<file path="src/lidar_angle_params.svh">
`ifndef LIDAR_ANGLE_PARAMS_SVH
`define LIDAR_ANGLE_PARAMS_SVH

// AXI4-Lite bus geometry
`define LA_ADDR_W        5
`define LA_DATA_W        32

`define LA_ANGLE_W       16   // Angle and offset width in ticks

`define LA_RESO_DEFAULT  10   // Ticks per degree out of reset

`endif

</file>
<file path="src/lidar_angle_pkg.sv">
`include "lidar_angle_params.svh"

package lidar_angle_pkg;

	// Angular resolution selected by software
	typedef enum logic [3:0] {
		RESO_0P1  = 4'd0,   // 0.1 degree, 10 ticks per degree
		RESO_0P05 = 4'd1,   // 0.05 degree, 20 ticks per degree
		RESO_0P2  = 4'd2,   // 0.2 degree, 5 ticks per degree
		RESO_0P33 = 4'd3    // About 1/3 degree, 3 ticks per degree
	} reso_mode_e;

	typedef logic [`LA_ANGLE_W-1:0] angle_tick_t;

endpackage

</file>
<file path="src/lidar_axil_pkg.sv">
`include "lidar_angle_params.svh"

package lidar_axil_pkg;

	typedef enum logic [`LA_ADDR_W-1:0] {
		REG_RESO      = 5'h00,
		REG_ZERO_OFS  = 5'h04,
		REG_ANGLE_OFS = 5'h08,
		REG_ANGLE     = 5'h0C,   // Read only
		REG_REVS      = 5'h10    // Read only
	} reg_addr_e;

	typedef enum logic [1:0] {
		OKAY   = 2'b00,
		SLVERR = 2'b10
	} axil_resp_e;

endpackage

</file>
<file path="src/axil_cfg_regs.sv">
`timescale 1ns/1ps
`include "lidar_angle_params.svh"

module axil_cfg_regs (
	input  logic                       i_clk_50m,
	input  logic                       i_rst_n,
	input  logic [`LA_ADDR_W-1:0]      i_s_awaddr,
	input  logic                       i_s_awvalid,
	output logic                       o_s_awready,
	input  logic [`LA_DATA_W-1:0]      i_s_wdata,
	input  logic [`LA_DATA_W/8-1:0]    i_s_wstrb,
	input  logic                       i_s_wvalid,
	output logic                       o_s_wready,
	output logic                       o_s_bvalid,
	output lidar_axil_pkg::axil_resp_e o_s_bresp,
	input  logic                       i_s_bready,
	input  logic [`LA_ADDR_W-1:0]      i_s_araddr,
	input  logic                       i_s_arvalid,
	output logic                       o_s_arready,
	output logic                       o_s_rvalid,
	output logic [`LA_DATA_W-1:0]      o_s_rdata,
	output lidar_axil_pkg::axil_resp_e o_s_rresp,
	input  logic                       i_s_rready,
	input  logic [`LA_ANGLE_W-1:0]     i_angle,
	input  logic [15:0]                i_rev_count,
	output logic [3:0]                 o_reso_mode,
	output logic [`LA_ANGLE_W-1:0]     o_zero_offset,
	output logic [`LA_ANGLE_W-1:0]     o_angle_offset
);
	import lidar_axil_pkg::*;

	logic                    r_wr_ready;
	logic                    r_bvalid;
	axil_resp_e              r_bresp;
	logic                    r_arready;
	logic                    r_rvalid;
	axil_resp_e              r_rresp;
	logic [`LA_DATA_W-1:0]   r_rdata;
	logic [3:0]              r_reso;
	logic [`LA_ANGLE_W-1:0]  r_zero_ofs;
	logic [`LA_ANGLE_W-1:0]  r_angle_ofs;
	logic                    w_wr_hs;
	logic                    w_rd_hs;
	reg_addr_e               w_wr_addr;
	reg_addr_e               w_rd_addr;
	axil_resp_e              w_wr_resp;
	axil_resp_e              w_rd_resp;
	logic [`LA_DATA_W-1:0]   w_rd_data;

	function automatic logic [15:0] merge16(input logic [15:0] old_val,
		input logic [15:0] new_val, input logic [1:0] strb);
		logic [15:0] v;
		v = old_val;
		if (strb[0])
			v[7:0] = new_val[7:0];
		if (strb[1])
			v[15:8] = new_val[15:8];
		return v;
	endfunction

	assign w_wr_addr = reg_addr_e'(i_s_awaddr);
	assign w_rd_addr = reg_addr_e'(i_s_araddr);
	assign w_wr_hs   = r_wr_ready & i_s_awvalid & i_s_wvalid;
	assign w_rd_hs   = r_arready & i_s_arvalid;

	// Only the three configuration registers accept writes
	always_comb begin
		case (w_wr_addr)
			REG_RESO, REG_ZERO_OFS, REG_ANGLE_OFS: w_wr_resp = OKAY;
			default:                               w_wr_resp = SLVERR;
		endcase
	end

	always_comb begin
		w_rd_data = '0;
		w_rd_resp = OKAY;
		case (w_rd_addr)
			REG_RESO:      w_rd_data = `LA_DATA_W'(r_reso);
			REG_ZERO_OFS:  w_rd_data = `LA_DATA_W'(r_zero_ofs);
			REG_ANGLE_OFS: w_rd_data = `LA_DATA_W'(r_angle_ofs);
			REG_ANGLE:     w_rd_data = `LA_DATA_W'(i_angle);
			REG_REVS:      w_rd_data = `LA_DATA_W'(i_rev_count);
			default:       w_rd_resp = SLVERR;
		endcase
	end

	// AW and W accepted together, one cycle pulse
	always_ff @(posedge i_clk_50m or negedge i_rst_n) begin
		if (!i_rst_n) begin
			r_wr_ready <= 1'b0;
			r_bvalid   <= 1'b0;
			r_bresp    <= OKAY;
		end else begin
			r_wr_ready <= ~r_wr_ready & i_s_awvalid & i_s_wvalid & ~r_bvalid;
			if (w_wr_hs) begin
				r_bvalid <= 1'b1;
				r_bresp  <= w_wr_resp;
			end else if (i_s_bready) begin
				r_bvalid <= 1'b0;
			end
		end
	end

	always_ff @(posedge i_clk_50m or negedge i_rst_n) begin
		if (!i_rst_n) begin
			r_reso      <= '0;
			r_zero_ofs  <= '0;
			r_angle_ofs <= '0;
		end else if (w_wr_hs) begin
			case (w_wr_addr)
				REG_RESO: begin
					if (i_s_wstrb[0])
						r_reso <= i_s_wdata[3:0];
				end
				REG_ZERO_OFS:  r_zero_ofs  <= merge16(r_zero_ofs, i_s_wdata[15:0], i_s_wstrb[1:0]);
				REG_ANGLE_OFS: r_angle_ofs <= merge16(r_angle_ofs, i_s_wdata[15:0], i_s_wstrb[1:0]);
				default: ;   // Read-only or unmapped, nothing changes
			endcase
		end
	end

	// Read channel, arready drops while a response waits
	always_ff @(posedge i_clk_50m or negedge i_rst_n) begin
		if (!i_rst_n) begin
			r_arready <= 1'b0;
			r_rvalid  <= 1'b0;
			r_rresp   <= OKAY;
		end else begin
			r_arready <= ~(w_rd_hs | (r_rvalid & ~i_s_rready));
			if (w_rd_hs) begin
				r_rvalid <= 1'b1;
				r_rresp  <= w_rd_resp;
			end else if (i_s_rready) begin
				r_rvalid <= 1'b0;
			end
		end
	end

	always_ff @(posedge i_clk_50m) begin
		if (w_rd_hs)
			r_rdata <= w_rd_data;
	end

	assign o_s_awready    = r_wr_ready;
	assign o_s_wready     = r_wr_ready;
	assign o_s_bvalid     = r_bvalid;
	assign o_s_bresp      = r_bresp;
	assign o_s_arready    = r_arready;
	assign o_s_rvalid     = r_rvalid;
	assign o_s_rdata      = r_rdata;
	assign o_s_rresp      = r_rresp;
	assign o_reso_mode    = r_reso;
	assign o_zero_offset  = r_zero_ofs;
	assign o_angle_offset = r_angle_ofs;

endmodule

</file>
<file path="src/measure_para.sv">
`timescale 1ns/1ps
`include "lidar_angle_params.svh"

module measure_para (
	input  logic                         i_clk_50m,
	input  logic                         i_rst_n,
	input  logic [3:0]                   i_reso_mode,
	input  logic [`LA_ANGLE_W-1:0]       i_zero_offset,
	input  logic [`LA_ANGLE_W-1:0]       i_angle_offset,
	output lidar_angle_pkg::angle_tick_t o_zero_ticks,
	output lidar_angle_pkg::angle_tick_t o_angle_ticks,
	output lidar_angle_pkg::angle_tick_t o_rev_ticks
);
	import lidar_angle_pkg::*;

	reso_mode_e              r_mode;
	logic [`LA_ANGLE_W-1:0]  r_zero_ofs;
	logic [`LA_ANGLE_W-1:0]  r_angle_ofs;
	reso_mode_e              r_eff_mode;
	logic [7:0]              r_tpd;
	angle_tick_t             r_rev_len;
	angle_tick_t             r_zero_prod;
	angle_tick_t             r_angle_prod;
	angle_tick_t             r_rev_d3;
	angle_tick_t             r_zero_sum;
	angle_tick_t             r_angle_sum;
	angle_tick_t             r_rev_d4;
	reso_mode_e              w_eff_mode_nxt;
	logic [7:0]              w_tpd_nxt;

	function automatic angle_tick_t scale_frac(input logic [3:0] frac, input reso_mode_e mode);
		angle_tick_t v;
		case (mode)
			RESO_0P05: v = angle_tick_t'({frac, 1'b0});
			RESO_0P2:  v = angle_tick_t'(frac[3:1]);
			RESO_0P33: v = angle_tick_t'(frac[3:2]);   // Divide by 3.33 approximated as 4
			default:   v = angle_tick_t'(frac);
		endcase
		return v;
	endfunction

	// Modes 4 to 15 hold the last valid resolution
	always_comb begin
		w_eff_mode_nxt = r_mode;
		case (r_mode)
			RESO_0P1:  w_tpd_nxt = 8'd10;
			RESO_0P05: w_tpd_nxt = 8'd20;
			RESO_0P2:  w_tpd_nxt = 8'd5;
			RESO_0P33: w_tpd_nxt = 8'd3;
			default: begin
				w_tpd_nxt      = r_tpd;
				w_eff_mode_nxt = r_eff_mode;
			end
		endcase
	end

	always_ff @(posedge i_clk_50m or negedge i_rst_n) begin
		if (!i_rst_n) begin
			r_mode       <= RESO_0P1;
			r_zero_ofs   <= '0;
			r_angle_ofs  <= '0;
			r_eff_mode   <= RESO_0P1;
			r_tpd        <= 8'(`LA_RESO_DEFAULT);
			r_rev_len    <= angle_tick_t'(360 * `LA_RESO_DEFAULT);
			r_zero_prod  <= '0;
			r_angle_prod <= '0;
			r_rev_d3     <= angle_tick_t'(360 * `LA_RESO_DEFAULT);
			r_zero_sum   <= '0;
			r_angle_sum  <= '0;
			r_rev_d4     <= angle_tick_t'(360 * `LA_RESO_DEFAULT);
		end else begin
			r_mode       <= reso_mode_e'(i_reso_mode);
			r_zero_ofs   <= i_zero_offset;
			r_angle_ofs  <= i_angle_offset;
			r_eff_mode   <= w_eff_mode_nxt;
			r_tpd        <= w_tpd_nxt;
			r_rev_len    <= angle_tick_t'(360 * w_tpd_nxt);
			r_zero_prod  <= angle_tick_t'(r_zero_ofs[15:4] * r_tpd);    // Whole degrees to ticks
			r_angle_prod <= angle_tick_t'(r_angle_ofs[15:4] * r_tpd);
			r_rev_d3     <= r_rev_len;
			r_zero_sum   <= r_zero_prod + scale_frac(r_zero_ofs[3:0], r_eff_mode);
			r_angle_sum  <= r_angle_prod + scale_frac(r_angle_ofs[3:0], r_eff_mode);
			r_rev_d4     <= r_rev_d3;   // Keeps the length aligned with the sums
		end
	end

	assign o_zero_ticks  = r_zero_sum;
	assign o_angle_ticks = r_angle_sum;
	assign o_rev_ticks   = r_rev_d4;

endmodule

</file>
<file path="src/angle_tracker.sv">
`timescale 1ns/1ps
`include "lidar_angle_params.svh"

module angle_tracker (
	input  logic                         i_clk_50m,
	input  logic                         i_rst_n,
	input  logic                         i_tdc_new_sig,
	input  lidar_angle_pkg::angle_tick_t i_zero_ticks,
	input  lidar_angle_pkg::angle_tick_t i_angle_ticks,
	input  lidar_angle_pkg::angle_tick_t i_rev_ticks,
	output lidar_angle_pkg::angle_tick_t o_angle,
	output logic                         o_zero_cross,
	output logic [15:0]                  o_rev_count
);
	import lidar_angle_pkg::*;

	angle_tick_t          r_count;
	angle_tick_t          r_rev_prev;
	angle_tick_t          r_angle;
	logic                 r_tick_d;
	logic                 r_zero_cross;
	logic [15:0]          r_rev_count;
	logic                 w_rev_change;
	angle_tick_t          w_zero_n;
	angle_tick_t          w_angle_n;
	angle_tick_t          w_corr;
	logic [`LA_ANGLE_W:0] w_sum;
	logic [`LA_ANGLE_W:0] w_diff;

	function automatic angle_tick_t fold_once(input angle_tick_t v, input angle_tick_t rev);
		angle_tick_t r;
		if (v >= rev)
			r = v - rev;
		else
			r = v;
		return r;
	endfunction

	assign w_rev_change = (i_rev_ticks != r_rev_prev);
	assign w_zero_n     = fold_once(i_zero_ticks, i_rev_ticks);
	assign w_angle_n    = fold_once(i_angle_ticks, i_rev_ticks);

	// count + angle - zero, wrapped into one revolution
	always_comb begin
		w_sum = {1'b0, r_count} + {1'b0, w_angle_n};
		if (w_sum >= {1'b0, w_zero_n})
			w_diff = w_sum - {1'b0, w_zero_n};
		else
			w_diff = w_sum + {1'b0, i_rev_ticks} - {1'b0, w_zero_n};
		if (w_diff >= {1'b0, i_rev_ticks})
			w_corr = angle_tick_t'(w_diff - {1'b0, i_rev_ticks});
		else
			w_corr = angle_tick_t'(w_diff);
	end

	always_ff @(posedge i_clk_50m or negedge i_rst_n) begin
		if (!i_rst_n) begin
			r_count    <= '0;
			r_rev_prev <= angle_tick_t'(360 * `LA_RESO_DEFAULT);
			r_tick_d   <= 1'b0;
		end else begin
			r_rev_prev <= i_rev_ticks;
			if (w_rev_change) begin
				r_count  <= '0;   // New resolution restarts the revolution
				r_tick_d <= 1'b0;
			end else begin
				r_tick_d <= i_tdc_new_sig;
				if (i_tdc_new_sig) begin
					if (r_count >= angle_tick_t'(i_rev_ticks - 1'b1))
						r_count <= '0;
					else
						r_count <= r_count + 1'b1;
				end
			end
		end
	end

	// r_tick_d marks a count that just moved
	always_ff @(posedge i_clk_50m or negedge i_rst_n) begin
		if (!i_rst_n) begin
			r_angle      <= '0;
			r_zero_cross <= 1'b0;
			r_rev_count  <= '0;
		end else begin
			r_angle      <= w_corr;
			r_zero_cross <= r_tick_d && (w_corr == '0);
			if (w_rev_change)
				r_rev_count <= '0;
			else if (r_tick_d && (w_corr == '0))
				r_rev_count <= r_rev_count + 1'b1;
		end
	end

	assign o_angle      = r_angle;
	assign o_zero_cross = r_zero_cross;
	assign o_rev_count  = r_rev_count;

endmodule

</file>
<file path="src/lidar_angle_top.sv">
`timescale 1ns/1ps
`include "lidar_angle_params.svh"

module lidar_angle_top (
	input  logic                         i_clk_50m,
	input  logic                         i_rst_n,
	input  logic [`LA_ADDR_W-1:0]        i_s_awaddr,
	input  logic                         i_s_awvalid,
	output logic                         o_s_awready,
	input  logic [`LA_DATA_W-1:0]        i_s_wdata,
	input  logic [`LA_DATA_W/8-1:0]      i_s_wstrb,
	input  logic                         i_s_wvalid,
	output logic                         o_s_wready,
	output logic                         o_s_bvalid,
	output lidar_axil_pkg::axil_resp_e   o_s_bresp,
	input  logic                         i_s_bready,
	input  logic [`LA_ADDR_W-1:0]        i_s_araddr,
	input  logic                         i_s_arvalid,
	output logic                         o_s_arready,
	output logic                         o_s_rvalid,
	output logic [`LA_DATA_W-1:0]        o_s_rdata,
	output lidar_axil_pkg::axil_resp_e   o_s_rresp,
	input  logic                         i_s_rready,
	input  logic                         i_tdc_new_sig,
	output lidar_angle_pkg::angle_tick_t o_angle,
	output logic                         o_zero_cross
);
	import lidar_angle_pkg::*;

	logic [3:0]             w_reso_mode;
	logic [`LA_ANGLE_W-1:0] w_zero_offset;
	logic [`LA_ANGLE_W-1:0] w_angle_offset;
	angle_tick_t            w_zero_ticks;
	angle_tick_t            w_angle_ticks;
	angle_tick_t            w_rev_ticks;
	logic [15:0]            w_rev_count;

	axil_cfg_regs u_regs (
		.i_clk_50m      (i_clk_50m),
		.i_rst_n        (i_rst_n),
		.i_s_awaddr     (i_s_awaddr),
		.i_s_awvalid    (i_s_awvalid),
		.o_s_awready    (o_s_awready),
		.i_s_wdata      (i_s_wdata),
		.i_s_wstrb      (i_s_wstrb),
		.i_s_wvalid     (i_s_wvalid),
		.o_s_wready     (o_s_wready),
		.o_s_bvalid     (o_s_bvalid),
		.o_s_bresp      (o_s_bresp),
		.i_s_bready     (i_s_bready),
		.i_s_araddr     (i_s_araddr),
		.i_s_arvalid    (i_s_arvalid),
		.o_s_arready    (o_s_arready),
		.o_s_rvalid     (o_s_rvalid),
		.o_s_rdata      (o_s_rdata),
		.o_s_rresp      (o_s_rresp),
		.i_s_rready     (i_s_rready),
		.i_angle        (o_angle),        // Status readback
		.i_rev_count    (w_rev_count),
		.o_reso_mode    (w_reso_mode),
		.o_zero_offset  (w_zero_offset),
		.o_angle_offset (w_angle_offset)
	);

	measure_para u_para (
		.i_clk_50m      (i_clk_50m),
		.i_rst_n        (i_rst_n),
		.i_reso_mode    (w_reso_mode),
		.i_zero_offset  (w_zero_offset),
		.i_angle_offset (w_angle_offset),
		.o_zero_ticks   (w_zero_ticks),
		.o_angle_ticks  (w_angle_ticks),
		.o_rev_ticks    (w_rev_ticks)
	);

	angle_tracker u_tracker (
		.i_clk_50m      (i_clk_50m),
		.i_rst_n        (i_rst_n),
		.i_tdc_new_sig  (i_tdc_new_sig),
		.i_zero_ticks   (w_zero_ticks),
		.i_angle_ticks  (w_angle_ticks),
		.i_rev_ticks    (w_rev_ticks),
		.o_angle        (o_angle),
		.o_zero_cross   (o_zero_cross),
		.o_rev_count    (w_rev_count)
	);

endmodule

</file>
<file path="config.mk">
export PLATFORM = sky130hd
export DESIGN_NAME = lidar_angle_top
export DESIGN_NICKNAME = d
export VERILOG_FILES = /design/src/lidar_angle_pkg.sv /design/src/lidar_axil_pkg.sv /design/src/axil_cfg_regs.sv /design/src/measure_para.sv /design/src/angle_tracker.sv /design/src/lidar_angle_top.sv
export VERILOG_INCLUDE_DIRS = /design/src /design/src/src
export SDC_FILE = /design/constraint.sdc
export NUM_CORES = 1
export LEC_CHECK = 0
export BUFFER_PORTS_ARGS = -buffer_cell sky130_fd_sc_hd__buf_2
export CAP_MARGIN = 20
export CELL_PAD_IN_SITES_DETAIL_PLACEMENT = 1
export CELL_PAD_IN_SITES_GLOBAL_PLACEMENT = 2
export CORE_AREA = 2 2 253 255
export DETAILED_ROUTE_END_ITERATION = 7
export DIE_AREA = 0 0 255 257
export MAX_ROUTING_LAYER = met4
export PLACE_DENSITY = 0.67
export REMOVE_ABC_BUFFERS = 1
export SYNTH_ARGS = -nofsm -noshare
export SYNTH_HDL_FRONTEND = slang
export SYNTH_SLANG_ARGS = --single-unit
</file>
<file path="constraint.sdc">
create_clock -name i_clk_50m -period 11.9 [get_ports i_clk_50m]
set_clock_uncertainty 0.15 [all_clocks]
set_input_delay 0.595 -clock i_clk_50m [delete_from_list [all_inputs] [get_ports i_clk_50m]]
set_output_delay 0.595 -clock i_clk_50m [all_outputs]
set_load 0.02 [all_outputs]
</file>
# Yosys cells after proc, flatten, opt, wreduce, memory -nomap -nowiden
# Cells that the tools add are included.
dict set report totals {
  register_bits 290
  input_bits 54
  output_inout_bits 58
  word_cells 112
}
dict set report op_classes {
  n_addsub 12
  multipliers 3
  n_lt_le_gt_ge 5
  n_eq_ne 13
  mux 20
  n_bitwise 12
  reduce_logical 17
}
# op n
set ops {}
lappend ops {{$mux 16} 8}
lappend ops {{$pmux 16 s5} 1}
lappend ops {{$ge 16x16->1} 3}
lappend ops {{$sub 16x16->16} 3}
lappend ops {{$ge 17x16->1} 2}
lappend ops {{$sub 17x16->17} 2}
lappend ops {{$add 16x1->16 const B} 2}
lappend ops {{$add 16x5->16} 2}
lappend ops {{$mul 12x8->16} 2}
lappend ops {{$pmux 8 s4} 1}
lappend ops {{$pmux 5 s3} 2}
lappend ops {{$add 16x16->17} 1}
lappend ops {{$add 17x16->17} 1}
lappend ops {{$mux 17} 1}
lappend ops {{$eq 4x2->1 const B} 4}
lappend ops {{$logic_not 16->1} 1}
lappend ops {{$sub 16x1->16 const B} 1}
lappend ops {{$eq 5x4->1 const B} 3}
lappend ops {{$reduce_and 3->1} 5}
lappend ops {{$mul 6x8->13 const A} 1}
lappend ops {{$ne 13x13->1} 1}
lappend ops {{$eq 5x3->1 const B} 2}
lappend ops {{$logic_not 5->1} 2}
lappend ops {{$eq 4x1->1 const B} 2}
lappend ops {{12 further kinds} 29}

# Depth between registers and ports, before layout
dict set report depth {
  word_depth 12
  ltp_mapped 49
  mapped_depth_nobuf 43
}

# By module
# Synthesis repeated with hierarchy kept, for this count alone.
dict set report unflattened {
  hier_cells 2421
  area_unflattened_um2 23015.8
}
# module instances cells_each area_each_um2 seq_area_each_um2
set by_module_without_submodules {}
lappend by_module_without_submodules {measure_para 1 1011 10825.4 3744.8}
lappend by_module_without_submodules {angle_tracker 1 1174 9384.0 1656.6}
lappend by_module_without_submodules {axil_cfg_regs 1 236 2806.4 1531.5}

# Worst setup path before layout
# No wires, ideal clock.
dict set report synth_timing {
  kind {register to register}
  startpoint {register u_para.r_rev_d4[4] (netlist: u_para.o_rev_ticks[4])}
  endpoint {register u_tracker.r_rev_count[3] (netlist: u_tracker.o_rev_count[3])}
  setup_time_ns 0.082
  arrival_time_ns 9.868
  required_ns 11.668
  slack_ns 1.800
  stages_incl_launch_ff 46
  path_buffers 3
  period_less_slack_ns 10.100
  cell_sequence {dfstp_2 > inv_1 > ha_1 > nor2b_1 > o21ai_0 > a21boi_0 > o21ai_0 > nand2_1 > a21o_1 > nand2_1 > a21oi_1 > o41ai_1 > o21ai_0 > clkbuf_1 > mux2_2 > ha_1 > a21o_1 > a21o_1 > (+10 left out) > or2_2 > a211o_1 > buf_2 > buf_1 > mux2i_1 > inv_1 > ha_1 > nor2b_1 > o31a_1 > or3_1 > a21oi_1 > xnor2_1 > nor4bb_1 > or4bb_1 > nor4_4 > o21ai_2 > or4b_1 > a21oi_1}
}
dict set report synth_via {
  elab_chain_cells 11
  elab_cells_between_ends 20
  classes_between {add/sub: 7; order compare: 4; eq/ne: 1; mux: 5; reduce/logical: 3}
}
# item line_no
set synth_lines {}
lappend synth_lines {{start: declaration} measure_para.sv:27} ;# angle_tick_t r_rev_d4;
lappend synth_lines {{start signal: assignment} measure_para.sv:70} ;# r_rev_d4 <= angle_tick_t'(360 * `LA_RESO_DEFAULT);
lappend synth_lines {{start signal: assignment} measure_para.sv:83} ;# r_rev_d4 <= r_rev_d3;
lappend synth_lines {{$sub 16x16->16 or $ge 16x16->1 (tied branches)} {angle_tracker.sv:33, angle_tracker.sv:32}}
lappend synth_lines {{$mux 16} angle_tracker.sv:32} ;# if (v >= rev)
lappend synth_lines {{$add 16x16->17} angle_tracker.sv:45} ;# w_sum = {1'b0, r_count} + {1'b0, w_angle_n};
lappend synth_lines {{$add 17x16->17} angle_tracker.sv:49} ;# w_diff = w_sum + {1'b0, i_rev_ticks} - {1'b0, w_zero_n};
lappend synth_lines {{$sub 17x16->17} angle_tracker.sv:49}
lappend synth_lines {{$mux 17} angle_tracker.sv:46} ;# if (w_sum >= {1'b0, w_zero_n})
lappend synth_lines {{$sub 16x16->16 or $ge 17x16->1 (tied branches)} {angle_tracker.sv:51, angle_tracker.sv:50}}
lappend synth_lines {{$mux 16} angle_tracker.sv:50} ;# if (w_diff >= {1'b0, i_rev_ticks})
lappend synth_lines {{$logic_not 16->1} angle_tracker.sv:89} ;# else if (r_tick_d && (w_corr == '0))
lappend synth_lines {{$logic_and 1x1->1} angle_tracker.sv:89}
lappend synth_lines {{$reduce_bool 2->1 (no source line)} -}
lappend synth_lines {{end signal: assignment} angle_tracker.sv:90} ;# r_rev_count <= r_rev_count + 1'b1;
lappend synth_lines {{end: declaration} angle_tracker.sv:22} ;# logic [15:0] r_rev_count;
# Parallel ways exist; a longest one is shown, timed or not.
# A chain may end at the register's enable or synchronous reset.

# Worst setup path after layout
dict set report layout_timing {
  startpoint {register u_para.r_rev_d4[5] (netlist: u_para.o_rev_ticks[5])}
  endpoint {register u_tracker.r_rev_count[12] (netlist: u_tracker.o_rev_count[12])}
}
# The elaborated chain is that of the path after synthesis.

==> impl_summary.txt <==
----------------------------------------------------
[Routing]
  Via-to-Cell Ratio ... 4.99
  Routed Wire Length ... 61.4 mm
  Wirelength per Cell ... 19.8 µm
  DRT Pass-1 Iters ... 6
  DR iter-0 viols ... 841
  Remaining number of nets flagged by the antenna check after routing ... 0
  Number of remaining DRC errors ... 0
  Via total after detailed routing ... 15500

[Pwr]
  Total power ... 5.13 mW
  Peak ir drop on the vdd network ... 0.196 mV
  Leakage power of the design ... 11.6 nW
  Pwr per Cell Area ... 216 nW/µm²

[Clocking]
  Clock transition at the registers of the reported paths ... 60 ps
  Clk_lat worst skew ... 540 ps
  Number of buffers added by the clock tree synthesis step ... 34
  TritonCTS clock tree ... yes
  Setup bufs post-CTS ... 0
  Clock root buffer ... sky130_fd_sc_hd__clkbuf_16
  Htree depth ... 2
  Clock buffer depth ... 3
  Clk sinks ... 270

[Logic synthesis]
  Synth Warn # ... 0
  Post-synthesis instance area ... 21200 µm²
  Sequential fraction of the synthesis area ... 0.323
  EDFF count, synth ... 16
  Post-synth cell types ... 77
  Most used flip-flop cell after synthesis ... sky130_fd_sc_hd__dfrtp_1
  Gate count after technology mapping ... 2147
  Synthesized flop and latch total ... 270
  Post-Syn Area per Cell ... 9.88 µm²
  Async SR Flop Fraction ... 0.941

[Floorplanning]
  Chip width ... 255 µm
  Std-Cell Core Area ... 62700 µm²
  # IOs ... 112
  Initial core utilization ... 0.338
  Number of placement rows ... 92
  Die Ht ... 257 µm
  Die area ... 65500 µm²

[Timing]
  Min cycle time layout ... 10870 ps
  Tightest hold margin ... 101 ps
  Hold violation count in the final report ... 0
  Setup repair after global routing missed its margin ... false
  Worst slew pin tran ... 1050 ps
  Post-route setup slack ... 1030 ps
  Fin. max-slew vios ... 0
  Final worst-path cycle share ... 0.914
  Worst rel slew slack ... 0.293
  Summed negative setup slack over all endpoints ... 0 ps
  Final setup violation count ... 0
  Top achievable clock speed ... 0.0920 GHz

[Place]
  Post-placement worst setup slack ... 955 ps
  Routability-driven placement congestion ratio ... 0.866
  Number of buffer cells added on primary ports ... 75
  Cell Count Post-Placement ... 3044
  HPWL after DPL ... 49.0 mm
  Total placed instance area ... 22600 µm²

[Worst setup path]
  Worst reg2reg startpoint ... u_para.o_rev_ticks[5]$_DFF_PN0_
  Longest individual stage delay on the worst path ... 560 ps
  R2R Setup Slk ... 1030 ps
  Worst Setup End Kind ... flip-flop
  Required arrival time at the worst endpoint ... 12160 ps
  Crit start category ... flip-flop
  Worst Path Max Fanout ... 18
  Crit Path Category ... flip-flop to flip-flop
  Data arrival at the endpoint of the critical path ... 11130 ps
  Slowest cell on the critical path ... sky130_fd_sc_hd__or4bb_1
  R2r endpoint ... u_tracker.o_rev_count[12]$_DFFE_PN0P_
  Reg2reg path depth ... 43

[GRT]
  Number of antenna violations at the first check in global routing ... 0
  Number of global-route vias before repair ... 16800
  Gr usage total ... 0.198
  Maximum number of pins on one net before global-route repair ... 99
  First-pass GRT wire length ... 96.9 mm
  GR Overflow Total ... 0

[Finish]
  Layout-stage area growth over the synthesis result ... 11.9%
  Net count of the finished layout ... 2622
  Final cell area excluding filler cells ... 23700 µm²
  Post-route insts no fill ... 3106
  Core Util, Final ... 0.379
  Diode insertion count for antenna repair ... 0
  Proportion of layout cells with a drive suffix above 1 ... 0.114

[Worst hold path]
  Cell depth of the worst min-delay path ... 2
  Hold worst-path end ... u_regs.o_s_bvalid$_DFFE_PN0P_
  Startpoint of the lowest-slack hold path ... i_s_bready
  Class of the tightest hold or removal check ... primary input to flip-flop

[Status]
  Run status ... completed

[Run]
  Count of max-cap constraint violations ... 0

----------------------------------------------------
[flip-flops by register name (all words and copies together), names as in the netlist, 11 cells and up]
register / flops
u_para.r_zero_prod: 16
u_tracker.r_count: 16
u_tracker.o_rev_count: 16
u_para.r_rev_len: 11
u_tracker.o_angle: 16
u_para.r_angle_ofs: 16
u_regs.o_angle_offset: 16
u_para.r_angle_prod: 16
u_para.o_angle_ticks: 16
u_regs.o_s_rdata: 16
u_para.r_zero_ofs: 16
u_para.o_rev_ticks: 13
u_regs.o_zero_offset: 16
u_para.r_rev_d3: 13
u_tracker.r_rev_prev: 13
u_para.o_zero_ticks: 16
[kinds of logic after synthesis]
family | after synthesis | share of synthesized area
and+or+nand+nor | 630 | 0.150
AOI/OAI and AO/OA | 360 | 0.111
adders and majority gates | 332 | 0.246
buffers and inverters | 306 | 0.0583
DFF | 270 | 0.323
xor gates and xnor gates | 161 | 0.0665
muxes | 87 | 0.0452
other | 1 | 0.000177
[area by class of cell]
type	count	area (µm²)
clock buffers	49	988
clock inverters	11	139
fillers	7083	39000
inverters	244	916
multi-input cells	1588	13200
flip-flops and latches	270	6860
well taps	846	1060
repair buffers	98	593
[where the power goes]
| group | total [mW] | switching [mW] | internal (mW) |
|---|---|---|---|
| registers | 1.14 | 0.0830 | 1.06 |
| clock network | 1.04 | 0.415 | 0.628 |
| logic | 2.95 | 1.76 | 1.19 |
| total | 5.13 | 2.26 | 2.88 |
[worst max-delay path: cells and delay by family, from the launching register on]
kind	cells	cell delay, ps
compound gates	19	4280
xor+xnor	2	390
fa+ha+maj	4	1310
buf+inv	4	660
flops	1	550
mux	2	660
simple gates	12	2730
[what timing repair did]
action	in CTS	in global routing
hold buffers	1	0
resized for setup	0	1
hold endpoints to repair	61	0
endpoints found under the setup margin	0	1
[cell usage in the layout (no fill, tap or decap), drive strengths merged, types with 16 or more instances in the layout]
cell and count:
a21o 46, a21oi 96, a222oi 16, and2 102, and3 20, buf 97, clkbuf 49, conb 18
dfrtp 237, dfstp 17, edfxtp 16, fa 142, ha 190, inv 249, mux2 71, mux2i 16
nand2 206, nand3 37, nor2 107, nor2b 22, nor3 35, nor3b 16, o21ai 91, or3 17
xnor2 110, xor2 51
[metal layers]
metal | track usage | vias up | part of all wire
li1 | - | 7399 | -
met1 | 0.254 | 7862 | 0.46
met2 | 0.326 | 160 | 0.49
met3 | 0.0216 | 75 | 0.025
met4 | 0.0625 | 0 | 0.032
met5 | - | - | 0
[Yosys cell counts, types with 6 or more instances]
cell,number,area [µm²]
sky130_fd_sc_hd__inv_1,244,916
sky130_fd_sc_hd__dfrtp_1,237,5930
sky130_fd_sc_hd__nand2_1,206,773
sky130_fd_sc_hd__ha_1,190,2380
sky130_fd_sc_hd__fa_1,142,2840
sky130_fd_sc_hd__xnor2_1,110,963
sky130_fd_sc_hd__nor2_1,107,402
sky130_fd_sc_hd__and2_1,102,638
sky130_fd_sc_hd__a21oi_1,95,475
sky130_fd_sc_hd__o21ai_0,89,445
sky130_fd_sc_hd__mux2_2,71,800
sky130_fd_sc_hd__xor2_1,51,447
sky130_fd_sc_hd__a21o_1,46,345
sky130_fd_sc_hd__nand3_1,37,185
sky130_fd_sc_hd__clkbuf_1,36,135
sky130_fd_sc_hd__nor3_1,35,175
sky130_fd_sc_hd__nor2b_1,22,138
sky130_fd_sc_hd__and3_1,20,125
sky130_fd_sc_hd__buf_4,19,143
sky130_fd_sc_hd__dfstp_2,17,447
sky130_fd_sc_hd__or3_1,17,106
sky130_fd_sc_hd__a222oi_1,16,160
sky130_fd_sc_hd__edfxtp_1,16,480
sky130_fd_sc_hd__mux2i_1,16,160
sky130_fd_sc_hd__nor3b_1,16,120
sky130_fd_sc_hd__o21a_1,15,113
sky130_fd_sc_hd__nand2b_1,14,87.6
sky130_fd_sc_hd__nand4_1,14,87.6
sky130_fd_sc_hd__o21bai_1,12,90.1
sky130_fd_sc_hd__a211oi_1,11,82.6
sky130_fd_sc_hd__a31oi_1,8,50.1
sky130_fd_sc_hd__nor4_1,8,50.1
sky130_fd_sc_hd__o31ai_1,8,60.1
sky130_fd_sc_hd__or2_2,8,50.1
sky130_fd_sc_hd__a21boi_0,6,45.0
sky130_fd_sc_hd__and4_1,6,52.6
sky130_fd_sc_hd__o41ai_1,6,52.6
[how the worst max path moves through the flow]
stage                                          startpoint                                    end  cells past startpoint
after floorplan           u_para.o_rev_ticks[4]$_DFF_PN1_   u_tracker.o_rev_count[3]$_DFFE_PN0P_                     42
after CTS                 u_para.o_rev_ticks[4]$_DFF_PN1_  u_tracker.o_rev_count[12]$_DFFE_PN0P_                     44
after global placement    u_para.o_rev_ticks[4]$_DFF_PN1_  u_tracker.o_rev_count[14]$_DFFE_PN0P_                     44
after detailed placement  u_para.o_rev_ticks[4]$_DFF_PN1_  u_tracker.o_rev_count[10]$_DFFE_PN0P_                     44
after global routing      u_para.o_rev_ticks[5]$_DFF_PN0_  u_tracker.o_rev_count[12]$_DFFE_PN0P_                     43
final                     u_para.o_rev_ticks[5]$_DFF_PN0_  u_tracker.o_rev_count[12]$_DFFE_PN0P_                     43
Note: power is estimated with default switching activity, not from simulation.
